`config.mk`:
```
export PLATFORM = sky130hd
export DESIGN_NAME = cpuCore
export DESIGN_NICKNAME = d
export VERILOG_FILES = /design/src/design/cpuPkg.sv /design/src/design/cycleControl.sv /design/src/design/programCounter.sv /design/src/design/instrDecode.sv /design/src/design/alu.sv /design/src/design/regFile.sv /design/src/design/cpuCore.sv
export SDC_FILE = /design/constraint.sdc
export NUM_CORES = 1
export LEC_CHECK = 0
export ABC_AREA = 1
export ABC_CLOCK_PERIOD_IN_PS = 3310
export BUFFER_PORTS_ARGS = -buffer_cell sky130_fd_sc_hd__buf_2
export CAP_MARGIN = 0
export CORE_ASPECT_RATIO = 0.9
export CORE_MARGIN = 2
export CORE_UTILIZATION = 56
export CTS_CLUSTER_SIZE = 8
export DETAILED_ROUTE_END_ITERATION = 6
export HOLD_SLACK_MARGIN = 0.08
export PLACE_DENSITY = 0.74
export SYNTH_ARGS = -nofsm -noshare
export SYNTH_HDL_FRONTEND = slang
export SYNTH_SLANG_ARGS = --single-unit
```
`constraint.sdc`:
```
create_clock -name phi2 -period 3.31 [get_ports phi2]
set_input_delay 0.331 -clock phi2 [delete_from_list [all_inputs] [get_ports phi2]]
set_output_delay 0.331 -clock phi2 [all_outputs]
set_load 0.1 [all_outputs]
```
`src/design/cpuPkg.sv`:
```
//--------------------------------------------------------------------------
// shared widths, opcode/state/ALU enums and the control and flag structs
// of the 6502-style core
//--------------------------------------------------------------------------
`default_nettype none

package cpuPkg;

  localparam int dataWidth = 8;
  localparam int addrWidth = 16;

  typedef logic [dataWidth-1:0] byte_t;
  typedef logic [addrWidth-1:0] addr_t;

  // first opcode address after reset, no vector fetch
  localparam addr_t resetPc = 16'h0200;

  typedef enum byte_t {
    opLdaImm = 8'hA9,
    opLdxImm = 8'hA2,
    opLdyImm = 8'hA0,
    opAdcImm = 8'h69,
    opAndImm = 8'h29,
    opOraImm = 8'h09,
    opEorImm = 8'h49,
    opTax    = 8'hAA,
    opTay    = 8'hA8,
    opTxa    = 8'h8A,
    opTya    = 8'h98,
    opClc    = 8'h18,
    opSec    = 8'h38,
    opClv    = 8'hB8,
    opNop    = 8'hEA,
    opJmpAbs = 8'h4C
  } opcode_e;

  typedef enum logic [1:0] {
    stFetch,
    stOperand,
    stAddrHigh
  } state_e;

  typedef enum logic [2:0] {
    aluPass,
    aluAdc,
    aluAnd,
    aluOr,
    aluEor
  } aluOp_e;

  // selNone stays at zero so an all-zero control word is quiet
  typedef enum logic [1:0] {
    selNone,
    selA,
    selX,
    selY
  } regSel_e;

  typedef struct packed {
    logic n;
    logic v;
    logic z;
    logic c;
  } flags_t;

  typedef struct packed {
    byte_t  result;
    flags_t flags;
  } aluResult_t;

  typedef struct packed {
    logic    hasOperand;
    logic    isJump;
    aluOp_e  aluOp;
    regSel_e srcReg;
    regSel_e dstReg;
    logic    updNz;
    logic    updCv;
    logic    setC;
    logic    clrC;
    logic    clrV;
  } ctrl_t;

  localparam ctrl_t ctrlQuiet = '0;

endpackage

`default_nettype wire

```
`src/design/cycleControl.sv`:
```
//--------------------------------------------------------------------------
// T-step FSM and instruction register with the per-cycle strobes
//--------------------------------------------------------------------------
`default_nettype none

module cycleControl import cpuPkg::*; (
  input  logic    phi2,
  input  logic    rst,
  input  byte_t   dataIn,
  input  ctrl_t   ctrl,
  output opcode_e ir,
  output logic    sync,
  output logic    pcInc,
  output logic    loadLow,
  output logic    jump,
  output logic    execute
);

  state_e state;
  state_e stateNext;
  logic   running;
  logic   irLoad;

  assign running = ~rst;
  assign irLoad = sync;

  always_comb begin
    stateNext = stFetch;
    case (state)
      stFetch: begin
        stateNext = stOperand;
      end
      stOperand: begin
        // only JMP needs a third cycle for the high address byte
        stateNext = ctrl.isJump ? stAddrHigh : stFetch;
      end
      default: begin
        stateNext = stFetch;
      end
    endcase
  end

  always_ff @(posedge phi2) begin
    if (rst) begin
      state <= stFetch;
    end else begin
      state <= stateNext;
    end
  end

  always_ff @(posedge phi2) begin
    if (rst) begin
      ir <= opNop;
    end else if (irLoad) begin
      ir <= opcode_e'(dataIn);
    end
  end

  always_comb begin
    sync    = 1'b0;
    pcInc   = 1'b0;
    loadLow = 1'b0;
    jump    = 1'b0;
    execute = 1'b0;
    if (running) begin
      case (state)
        stFetch: begin
          sync  = 1'b1;
          pcInc = 1'b1;
        end
        stOperand: begin
          // immediate and JMP consume a byte, implied ops do not
          pcInc   = ctrl.hasOperand;
          loadLow = ctrl.isJump;
          execute = ~ctrl.isJump;
        end
        stAddrHigh: begin
          jump = 1'b1;
        end
        default: begin
          sync = 1'b0;
        end
      endcase
    end
  end

endmodule

`default_nettype wire

```
`src/design/programCounter.sv`:
```
//--------------------------------------------------------------------------
// 16-bit program counter with increment, JMP low-byte hold and jump load
//--------------------------------------------------------------------------
`default_nettype none

module programCounter import cpuPkg::*; (
  input  logic  phi2,
  input  logic  rst,
  input  logic  pcInc,
  input  logic  loadLow,
  input  logic  jump,
  input  byte_t dataIn,
  output addr_t addr
);

  addr_t pc;
  byte_t lowHold;
  byte_t pcLowNext;
  logic  lowCarry;

  // low byte first, carry ripples into the high byte
  assign {lowCarry, pcLowNext} = {1'b0, pc[7:0]} + 9'd1;

  always_ff @(posedge phi2) begin
    if (rst) begin
      pc <= resetPc;
    end else if (jump) begin
      pc <= {dataIn, lowHold};
    end else if (pcInc) begin
      pc <= {pc[15:8] + {7'd0, lowCarry}, pcLowNext};
    end
  end

  always_ff @(posedge phi2) begin
    if (loadLow) begin
      lowHold <= dataIn;
    end
  end

  assign addr = pc;

endmodule

`default_nettype wire

```
`src/design/instrDecode.sv`:
```
//--------------------------------------------------------------------------
// opcode to control word decode
//--------------------------------------------------------------------------
`default_nettype none

module instrDecode import cpuPkg::*; (
  input  opcode_e ir,
  output ctrl_t   ctrl
);

  always_comb begin
    ctrl = ctrlQuiet;
    case (ir)
      opLdaImm, opLdxImm, opLdyImm: begin
        ctrl.hasOperand = 1'b1;
        ctrl.updNz      = 1'b1;
        ctrl.dstReg     = (ir == opLdaImm) ? selA :
                          (ir == opLdxImm) ? selX : selY;
      end
      opAdcImm: begin
        ctrl.hasOperand = 1'b1;
        ctrl.aluOp      = aluAdc;
        ctrl.dstReg     = selA;
        ctrl.updNz      = 1'b1;
        ctrl.updCv      = 1'b1;
      end
      opAndImm, opOraImm, opEorImm: begin
        ctrl.hasOperand = 1'b1;
        ctrl.dstReg     = selA;
        ctrl.updNz      = 1'b1;
        ctrl.aluOp      = (ir == opAndImm) ? aluAnd :
                          (ir == opOraImm) ? aluOr : aluEor;
      end
      opTax, opTay: begin
        ctrl.srcReg = selA;
        ctrl.dstReg = (ir == opTax) ? selX : selY;
        ctrl.updNz  = 1'b1;
      end
      opTxa, opTya: begin
        ctrl.srcReg = (ir == opTxa) ? selX : selY;
        ctrl.dstReg = selA;
        ctrl.updNz  = 1'b1;
      end
      opClc: begin
        ctrl.clrC = 1'b1;
      end
      opSec: begin
        ctrl.setC = 1'b1;
      end
      opClv: begin
        ctrl.clrV = 1'b1;
      end
      opJmpAbs: begin
        ctrl.hasOperand = 1'b1;
        ctrl.isJump     = 1'b1;
      end
      // NOP and anything unknown keep the quiet word
      default: begin
        ctrl = ctrlQuiet;
      end
    endcase
  end

endmodule

`default_nettype wire

```
`src/design/alu.sv`:
```
//--------------------------------------------------------------------------
// 8-bit ALU: pass, binary add with carry, AND, OR, EOR and NVZC flags
//--------------------------------------------------------------------------
`default_nettype none

module alu import cpuPkg::*; (
  input  byte_t      a,
  input  byte_t      b,
  input  logic       cin,
  input  aluOp_e     op,
  output aluResult_t result
);

  logic [dataWidth:0] sum;
  byte_t              res;
  logic               overflow;

  always_comb begin
    sum = {1'b0, a} + {1'b0, b} + {{dataWidth{1'b0}}, cin};
    // signed overflow: operands agree in sign, sum does not
    overflow = (a[dataWidth-1] == b[dataWidth-1]) &&
               (sum[dataWidth-1] != a[dataWidth-1]);
  end

  always_comb begin
    case (op)
      aluAdc: begin
        res = sum[dataWidth-1:0];
      end
      aluAnd: begin
        res = a & b;
      end
      aluOr: begin
        res = a | b;
      end
      aluEor: begin
        res = a ^ b;
      end
      default: begin
        res = b;
      end
    endcase
  end

  always_comb begin
    result.result  = res;
    result.flags.n = res[dataWidth-1];
    result.flags.z = (res == '0);
    // C and V only mean something for the add
    result.flags.c = (op == aluAdc) ? sum[dataWidth] : 1'b0;
    result.flags.v = (op == aluAdc) ? overflow : 1'b0;
  end

endmodule

`default_nettype wire

```
`src/design/regFile.sv`:
```
//--------------------------------------------------------------------------
// A, X, Y and status registers with ALU source select and write-back
//--------------------------------------------------------------------------
`default_nettype none

module regFile import cpuPkg::*; (
  input  logic       phi2,
  input  logic       rst,
  input  logic       execute,
  input  ctrl_t      ctrl,
  input  byte_t      operand,
  input  aluResult_t aluRes,
  output byte_t      aluA,
  output byte_t      aluB,
  output logic       carry,
  output byte_t      regA,
  output byte_t      regX,
  output byte_t      regY,
  output flags_t     status
);

  always_comb begin
    case (ctrl.srcReg)
      selA:    aluB = regA;
      selX:    aluB = regX;
      selY:    aluB = regY;
      default: aluB = operand;
    endcase
  end

  assign aluA  = regA;
  assign carry = status.c;

  always_ff @(posedge phi2) begin
    if (rst) begin
      regA   <= '0;
      regX   <= '0;
      regY   <= '0;
      status <= '0;
    end else if (execute) begin
      case (ctrl.dstReg)
        selA:    regA <= aluRes.result;
        selX:    regX <= aluRes.result;
        selY:    regY <= aluRes.result;
        default: regA <= regA;
      endcase
      if (ctrl.updNz) begin
        status.n <= aluRes.flags.n;
        status.z <= aluRes.flags.z;
      end
      if (ctrl.updCv) begin
        status.c <= aluRes.flags.c;
        status.v <= aluRes.flags.v;
      end
      // flag instructions never share a word with updCv
      if (ctrl.setC) status.c <= 1'b1;
      if (ctrl.clrC) status.c <= 1'b0;
      if (ctrl.clrV) status.v <= 1'b0;
    end
  end

endmodule

`default_nettype wire

```
`src/design/cpuCore.sv`:
```
//--------------------------------------------------------------------------
// core top level: sequencer, PC, decode, ALU and register file
//--------------------------------------------------------------------------
`default_nettype none

module cpuCore import cpuPkg::*; (
  input  logic   phi2,
  input  logic   rst,
  input  byte_t  dataIn,
  output addr_t  addr,
  output logic   sync,
  output byte_t  regA,
  output byte_t  regX,
  output byte_t  regY,
  output flags_t status
);

  opcode_e    ir;
  ctrl_t      ctrl;
  logic       pcInc;
  logic       loadLow;
  logic       jump;
  logic       execute;
  byte_t      aluA;
  byte_t      aluB;
  logic       carry;
  aluResult_t aluRes;

  cycleControl ctl0 (
    .phi2    (phi2),
    .rst     (rst),
    .dataIn  (dataIn),
    .ctrl    (ctrl),
    .ir      (ir),
    .sync    (sync),
    .pcInc   (pcInc),
    .loadLow (loadLow),
    .jump    (jump),
    .execute (execute)
  );

  programCounter pc0 (
    .phi2    (phi2),
    .rst     (rst),
    .pcInc   (pcInc),
    .loadLow (loadLow),
    .jump    (jump),
    .dataIn  (dataIn),
    .addr    (addr)
  );

  instrDecode dec0 (
    .ir   (ir),
    .ctrl (ctrl)
  );

  alu alu0 (
    .a      (aluA),
    .b      (aluB),
    .cin    (carry),
    .op     (ctrl.aluOp),
    .result (aluRes)
  );

  // the immediate operand is the data byte of the operand cycle
  regFile regs0 (
    .phi2    (phi2),
    .rst     (rst),
    .execute (execute),
    .ctrl    (ctrl),
    .operand (dataIn),
    .aluRes  (aluRes),
    .aluA    (aluA),
    .aluB    (aluB),
    .carry   (carry),
    .regA    (regA),
    .regX    (regX),
    .regY    (regY),
    .status  (status)
  );

endmodule

`default_nettype wire

```
======== Word-level counts from Yosys, hierarchy flattened ========
Index checks and enable logic that the tools add are counted.
Widths: inputs -> output; s select.
storage, ports and cells
  bits in registers ....................... 62
  input port bits ......................... 10
  output and inout port bits .............. 45
  word-level logic and storage cells ...... 104
cells by class
  add/subtract/negate cells ............... 4
  equal/unequal tests ..................... 29
  multiplexer cells ....................... 38
  bitwise operators ....................... 4
  reduce and logical (&&, ||, !) cells .... 18
operator list
  operator             count
  $eq 8x8->1 const B   8
  $mux 16              2
  $pmux 8 s4           1
  $mux 1               25
  $eq 8x7->1 const B   3
  $pmux 8 s3           1
  $eq 8x6->1 const B   2
  $reduce_and 2->1     6
  $eq 2x2->1 const B   5
  $add 8x1->9 const B  1
  $add 8x8->9          1
  $add 9x1->9          1
  $pmux 3 s3           1
  $add 8x1->8          1
  $and 8x8->8          1
  $eq 8x4->1 const B   1
  $eq 8x5->1 const B   1
  $logic_not 8->1      1
  $or 8x8->8           1
  $pmux 2 s2           2
  $reduce_or 8->1      1
  $xor 8x8->8          1
  $eq 2x1->1 const B   3
  $eq 3x2->1 const B   2
  other kinds (16)     21

======== Logic depth before layout (Yosys ltp) ========
  depth in word-level cells ............... 12
  mapped depth ............................ 25
  depth with buffers taken out ............ 25

======== Modules after synthesis ========
A second synthesis with hierarchy kept.
second synthesis, totals
  cell total of the unflattened synthesis .. 712
  area total of the unflattened synthesis .. 4548.1 um2
by module, submodules not included
  module          times used  cells an instance  area each (um2)  sequential area each (um2)
  regFile         1           241                1495.2           560.5
  programCounter  1           144                1266.2           560.5
  alu             1           202                1046.0           0.0
  cycleControl    1           55                 392.9            200.2
  instrDecode     1           70                 347.8            0.0

======== Worst setup path after synthesis ========
OpenSTA, ideal clock, no wires.
  path kind ............................... reg2reg
  start ................................... reg regs0.regA[0] (netlist: regs0.aluA[0])
  end ..................................... reg, netlist name regs0.status[1]
  library setup time ...................... 0.067 ns
  arrival time ............................ 3.133 ns
  required time ........................... 3.243 ns
  path slack .............................. 0.109 ns
  cell stages (with the launch flop) ...... 19
  path buffers ............................ 0
  clock period less this slack ............ 3.201 ns
  cell sequence ........................... dfxtp_1 -> inv_1 -> nand3_1 -> nand3_1 -> nand2_1 -> nand2_2 -> fa_1 -> inv_1 -> fa_1 -> nand3_1 -> nand2_1 -> nand3_1 -> a21oi_1 -> nor2_1 -> nor2_1 -> nand2_1 -> nor2_1 -> nand3_1 -> a21oi_2
on the way
  longest elaborated chain between the ends .. 5
RTL lines
  item                      RTL line       text
  start: declaration        regFile.sv:16  output byte_t regA,
  start signal: assignment  regFile.sv:42  selA: regA <= aluRes.result;
  start signal: assignment  regFile.sv:45  default: regA <= regA;
  $pmux 8 s3                regFile.sv:23  case (ctrl.srcReg)
  $add 8x8->9               alu.sv:19      sum = {1'b0, a} + {1'b0, b} + {{dataWidth{1'b0}}, cin};
  $add 9x1->9               alu.sv:19
  $pmux 8 s4 (*)            alu.sv:26      case (op)
  $logic_not 8->1 (*)       alu.sv:48      result.flags.z = (res == '0);
Mark *: on every way between the ends. The rest lies on a longest branch, timed or not.
A chain may end at the register's enable or synchronous reset.

======== Worst setup path after layout ========
  start ................................... reg ctl0.ir[0]
  end ..................................... reg, netlist name regs0.status[1]
on the way
  longest elaborated chain between the ends .. 9
RTL lines
  item                                       RTL line                              text
  start: declaration                         cycleControl.sv:11                    output opcode_e ir,
  start signal: assignment                   cycleControl.sv:53                    ir <= opNop;
  start signal: assignment                   cycleControl.sv:55                    ir <= opcode_e'(dataIn);
  $eq 8x8->1 (on tied branches)              instrDecode.sv:13, instrDecode.sv:40
  $mux 1 or $reduce_or 2->1 (tied branches)  instrDecode.sv:40, instrDecode.sv:13
  $pmux 2 s2                                 instrDecode.sv:13                     case (ir)
  $eq 2x2->1 or $eq 2x1->1 (tied branches)   regFile.sv:23
  $pmux 8 s3                                 regFile.sv:23
  $add 8x8->9                                alu.sv:19
  $add 9x1->9                                alu.sv:19
  $pmux 8 s4                                 alu.sv:26
  $logic_not 8->1                            alu.sv:48
Parallel ways exist; a longest one is shown, timed or not.

==> reports/qor.csv <==
stage,metric,value,unit
run_status,outcome,finished clean,
clocking,cts_tree,yes,
logic_synthesis,syn_inst,590,
clocking,clkLatencyLatePin,0.35,ns
layout,seqCellArea,1330,sq um
floorplan,die_area,8030,sq um
logic_synthesis,synth_warnings,0,
sta,setup_viol,0,
floorplan,coreArea,7080,sq um
setup_path,path_class,flip-flop to flip-flop,
layout,fin_nets,681,
global_routing,grt_overflow,0,
logic_synthesis,async_flop_share,0,%
sta,fmax,325,MHz
layout,antenna_cells,0,
logic_synthesis,yosys.cell_types.count,41,
logic_synthesis,synth-compound-area-share,17.1,%
clocking,clockBufferDepth,2,
drt,first_pass_iters,5,
floorplan,row_count,29,
sta,fin_skew,0.0122,ns
drt,wl_met1,5.78,mm
power,p_int,1270,uW
layout,utilization,67.0,%
floorplan,io_pins,55,
setup_path,cp.arrival,3.36,ns
drt,via_per_inst,5.65,
sta,period_needed,3.07,ns
power,combPwrFrac,23.6,%
drt,drt_iter0_drc,306,
clocking,clkTransAtPathRegs,0.08,ns
job,maxCapViolations,0,
sta,slew_headroom,38.7,%
layout,layout-drive-gt1-share,21.7,%
logic_synthesis,synth_edf_count,8,
sta,setup_tns,0,ns
floorplan,chipWidth,94.2,um
logic_synthesis,synth-seq-area-share,32.2,%
logic_synthesis,synth_fa_ha_area_share,6.77,%
setup_path,cp-end-kind,flip-flop,
logic_synthesis,netlist_area,4100,sq um
power,switching_share,36.1,%
global_routing,grt_pass1_vias,3772,
setup_path,required,3.60,ns
global_routing,antenna_found_initial,0,
placed_design,place.gp.congestion,0.934,
logic_synthesis,synth_simple_gate_area_share,32.8,%
clocking,cts_buffers,9,
logic_synthesis,synthFlopType,dfxtp_1,
placed_design,numPortBuffers,54,
global_routing,track_usage,31.2,%
drt,vias,4227,
power,power_frac_seq,41.3,%
clocking,clock-sinks,62,
layout,fill_cells,639,
power,p_clk_share,35.1,%
drt,drc,0,
drt,wl_met3,1.05,mm
logic_synthesis,synth_top_family_by_area,simple AND/OR/NAND/NOR gates,
power,power_density,418,nW/um^2
sta,tightest_slew,0.917,ns
setup_path,critPathLaunchType,flip-flop,
logic_synthesis,synthesis.nets,621,
layout,multiInputGateArea,2420,sq um
global_routing,grt_pass1_wl,19.5,mm
logic_synthesis,synth_xor_area_share,0.854,%
drt,ant_nets,0,
global_routing,grt_max_degree,38,
logic_synthesis,syn_avg_cell_area,6.95,sq um
sta,hold_ws,0.203,ns
drt,topRoutingLayerUsed,met4,
logic_synthesis,synth-seq-cells,62,
drt,dr_wl_met2,5.09,mm
drt,drt-total-wl,12.1,mm
logic_synthesis,synthMuxAreaShare,0.244,%
sta,slew_violations,0,
power,p_leak,0.00220,uW
power,p_sw,716,uW
floorplan,die_h,85.2,um
setup_path,cp_max_fo,11,
drt,wl_per_cell,16.1,um
layout,area_delta_synth_final,15.6,%
clocking,htreeDepth,3,
power,max-vdd-ir-drop,347,uV
placed_design,dp_hpwl,9.03,mm
clocking,root_buffer,clkbuf_8,
floorplan,start_util,58.0,%
sta,hold_viol_final,0,
hold_path,hold_class,input port to flip-flop,
sta,fin_crit_sh,92.9,%
==> through the flow <==
step / setup slack [ns] / instance area, sq um / cells / power [uW]
floorplan: 0.109 / 4100 / 590 / 1180
global placement: 0.129 / 4420 / 724 / 1270
detailed placement: -0.00779 / 4420 / 724 / 1280
CTS: 0.0461 / 4630 / 740 / 1960
global route: -0.0141 / 4740 / 748 / 2060
finish: 0.236 / 4740 / 748 / 1980
==> power by group through the flow <==
stage / logic [uW] / registers [uW] / clock network, uW
2_1_floorplan: 217 / 963 / 0
3_3_place_gp: 439 / 833 / 0
3_5_place_dp: 444 / 835 / 0
4_1_cts: 446 / 818 / 699
5_1_grt: 503 / 823 / 734
6_report: 468 / 819 / 695
==> final timing paths <==
path / from / slack (ns) / to / cells after the start
worst max-delay path: ctl0.ir[0]$_SDFFE_PP0P_ / 0.24 / regs0.status[1]$_SDFFE_PP0P_ / 22
worst min-delay path: dataIn[4] / 0.20 / pc0.lowHold[4]$_DFFE_PP_ / 1
worst max register to register: ctl0.ir[0]$_SDFFE_PP0P_ / 0.24 / regs0.status[1]$_SDFFE_PP0P_ / 22
worst min register to register: regs0.status[2]$_SDFFE_PP0P_ / 0.46 / regs0.status[2]$_SDFFE_PP0P_ / 2
==> state kept, by name, summed over array words and instances (netlist names) <==
signal / flops
ctl0.ir: 8
ctl0.state: 2
pc0.addr: 16
pc0.lowHold: 8
regs0.aluA: 8
regs0.carry: 1
regs0.regX: 8
regs0.regY: 8
regs0.status: 3
==> cell usage after synthesis, drive strengths merged (2+ instances only) <==
| library cell | count | share of area, % |
|---|---|---|
| o31ai | 2 | 0.37 |
| nor3 | 9 | 1.1 |
| nor4 | 2 | 0.30 |
| clkbuf | 10 | 0.92 |
| a31oi | 6 | 0.92 |
| xnor2 | 3 | 0.64 |
| ha | 19 | 5.8 |
| o22ai | 2 | 0.30 |
| dfxtp | 54 | 26 |
| fa | 2 | 0.98 |
| o21ai | 63 | 7.7 |
| nor2 | 59 | 7.6 |
| or2 | 4 | 0.61 |
| nand4 | 8 | 1.5 |
| a211oi | 4 | 0.73 |
| edfxtp | 8 | 5.9 |
| inv | 77 | 7.1 |
| a21oi | 49 | 6.2 |
| buf | 9 | 2.0 |
| nand3 | 68 | 8.6 |
| nand2 | 125 | 13 |
| o211ai | 2 | 0.37 |
==> routing by layer <==
metal  vias up  global-route usage (%)
met5         -                       0
met4         0                    6.85
met3        12                    6.04
met2       194                    44.3
met1      1932                    49.0
li1       2089                       -
==> cell usage in the layout (no fill, tap or decap), types with 18 or more instances in the layout <==
cell type and instances:
nor2_1 45, a21oi_1 46, nand3_1 66, buf_2 54
inv_1 68, dfxtp_1 52, o21ai_0 54, nand2_1 106
ha_1 18
==> layout make-up <==
class,instances,area share [%]
clock buffer,11,3.67
clock inverter,5,0.791
inverter,77,6.15
multi-input combinational,432,51.0
sequential,62,28.0
tap,93,2.45
timing repair buffer,68,7.99
==> cells by family after synthesis <==
kind of cell,Yosys count
AOI/OAI and AO/OA,131
xor gates and xnor gates,4
and+or+nand+nor,275
buffers and inverters,96
muxes,1
DFF,62
adders and majority gates,21
==> what timing repair did <==
action                                  in CTS  in global routing
endpoints found under the setup margin       1                 10
resized for setup                            1                 17
pin swaps                                    0                  8
hold buffers                                 0                  0
buffers inserted                             0                  8
==> worst max-delay path, cell delays in order, from the launching register on <==
cell     delay, ns
dfxtp_4       0.37
inv_1         0.08
nand2_2       0.10
nor2_2        0.05
buf_6         0.15
nand2_8       0.08
nand2_4       0.06
nor2_4        0.16
nand2_1       0.09
nand2_2       0.10
fa_2          0.21
inv_1         0.06
fa_2          0.35
nand3_1       0.10
nand2_2       0.08
or2_2         0.28
nand3_1       0.08
nand3_1       0.13
nand2_2       0.12
nand2_1       0.06
nor2_1        0.10
nand3_1       0.09
a21oi_2       0.11
(Power assumes the default switching activity.)
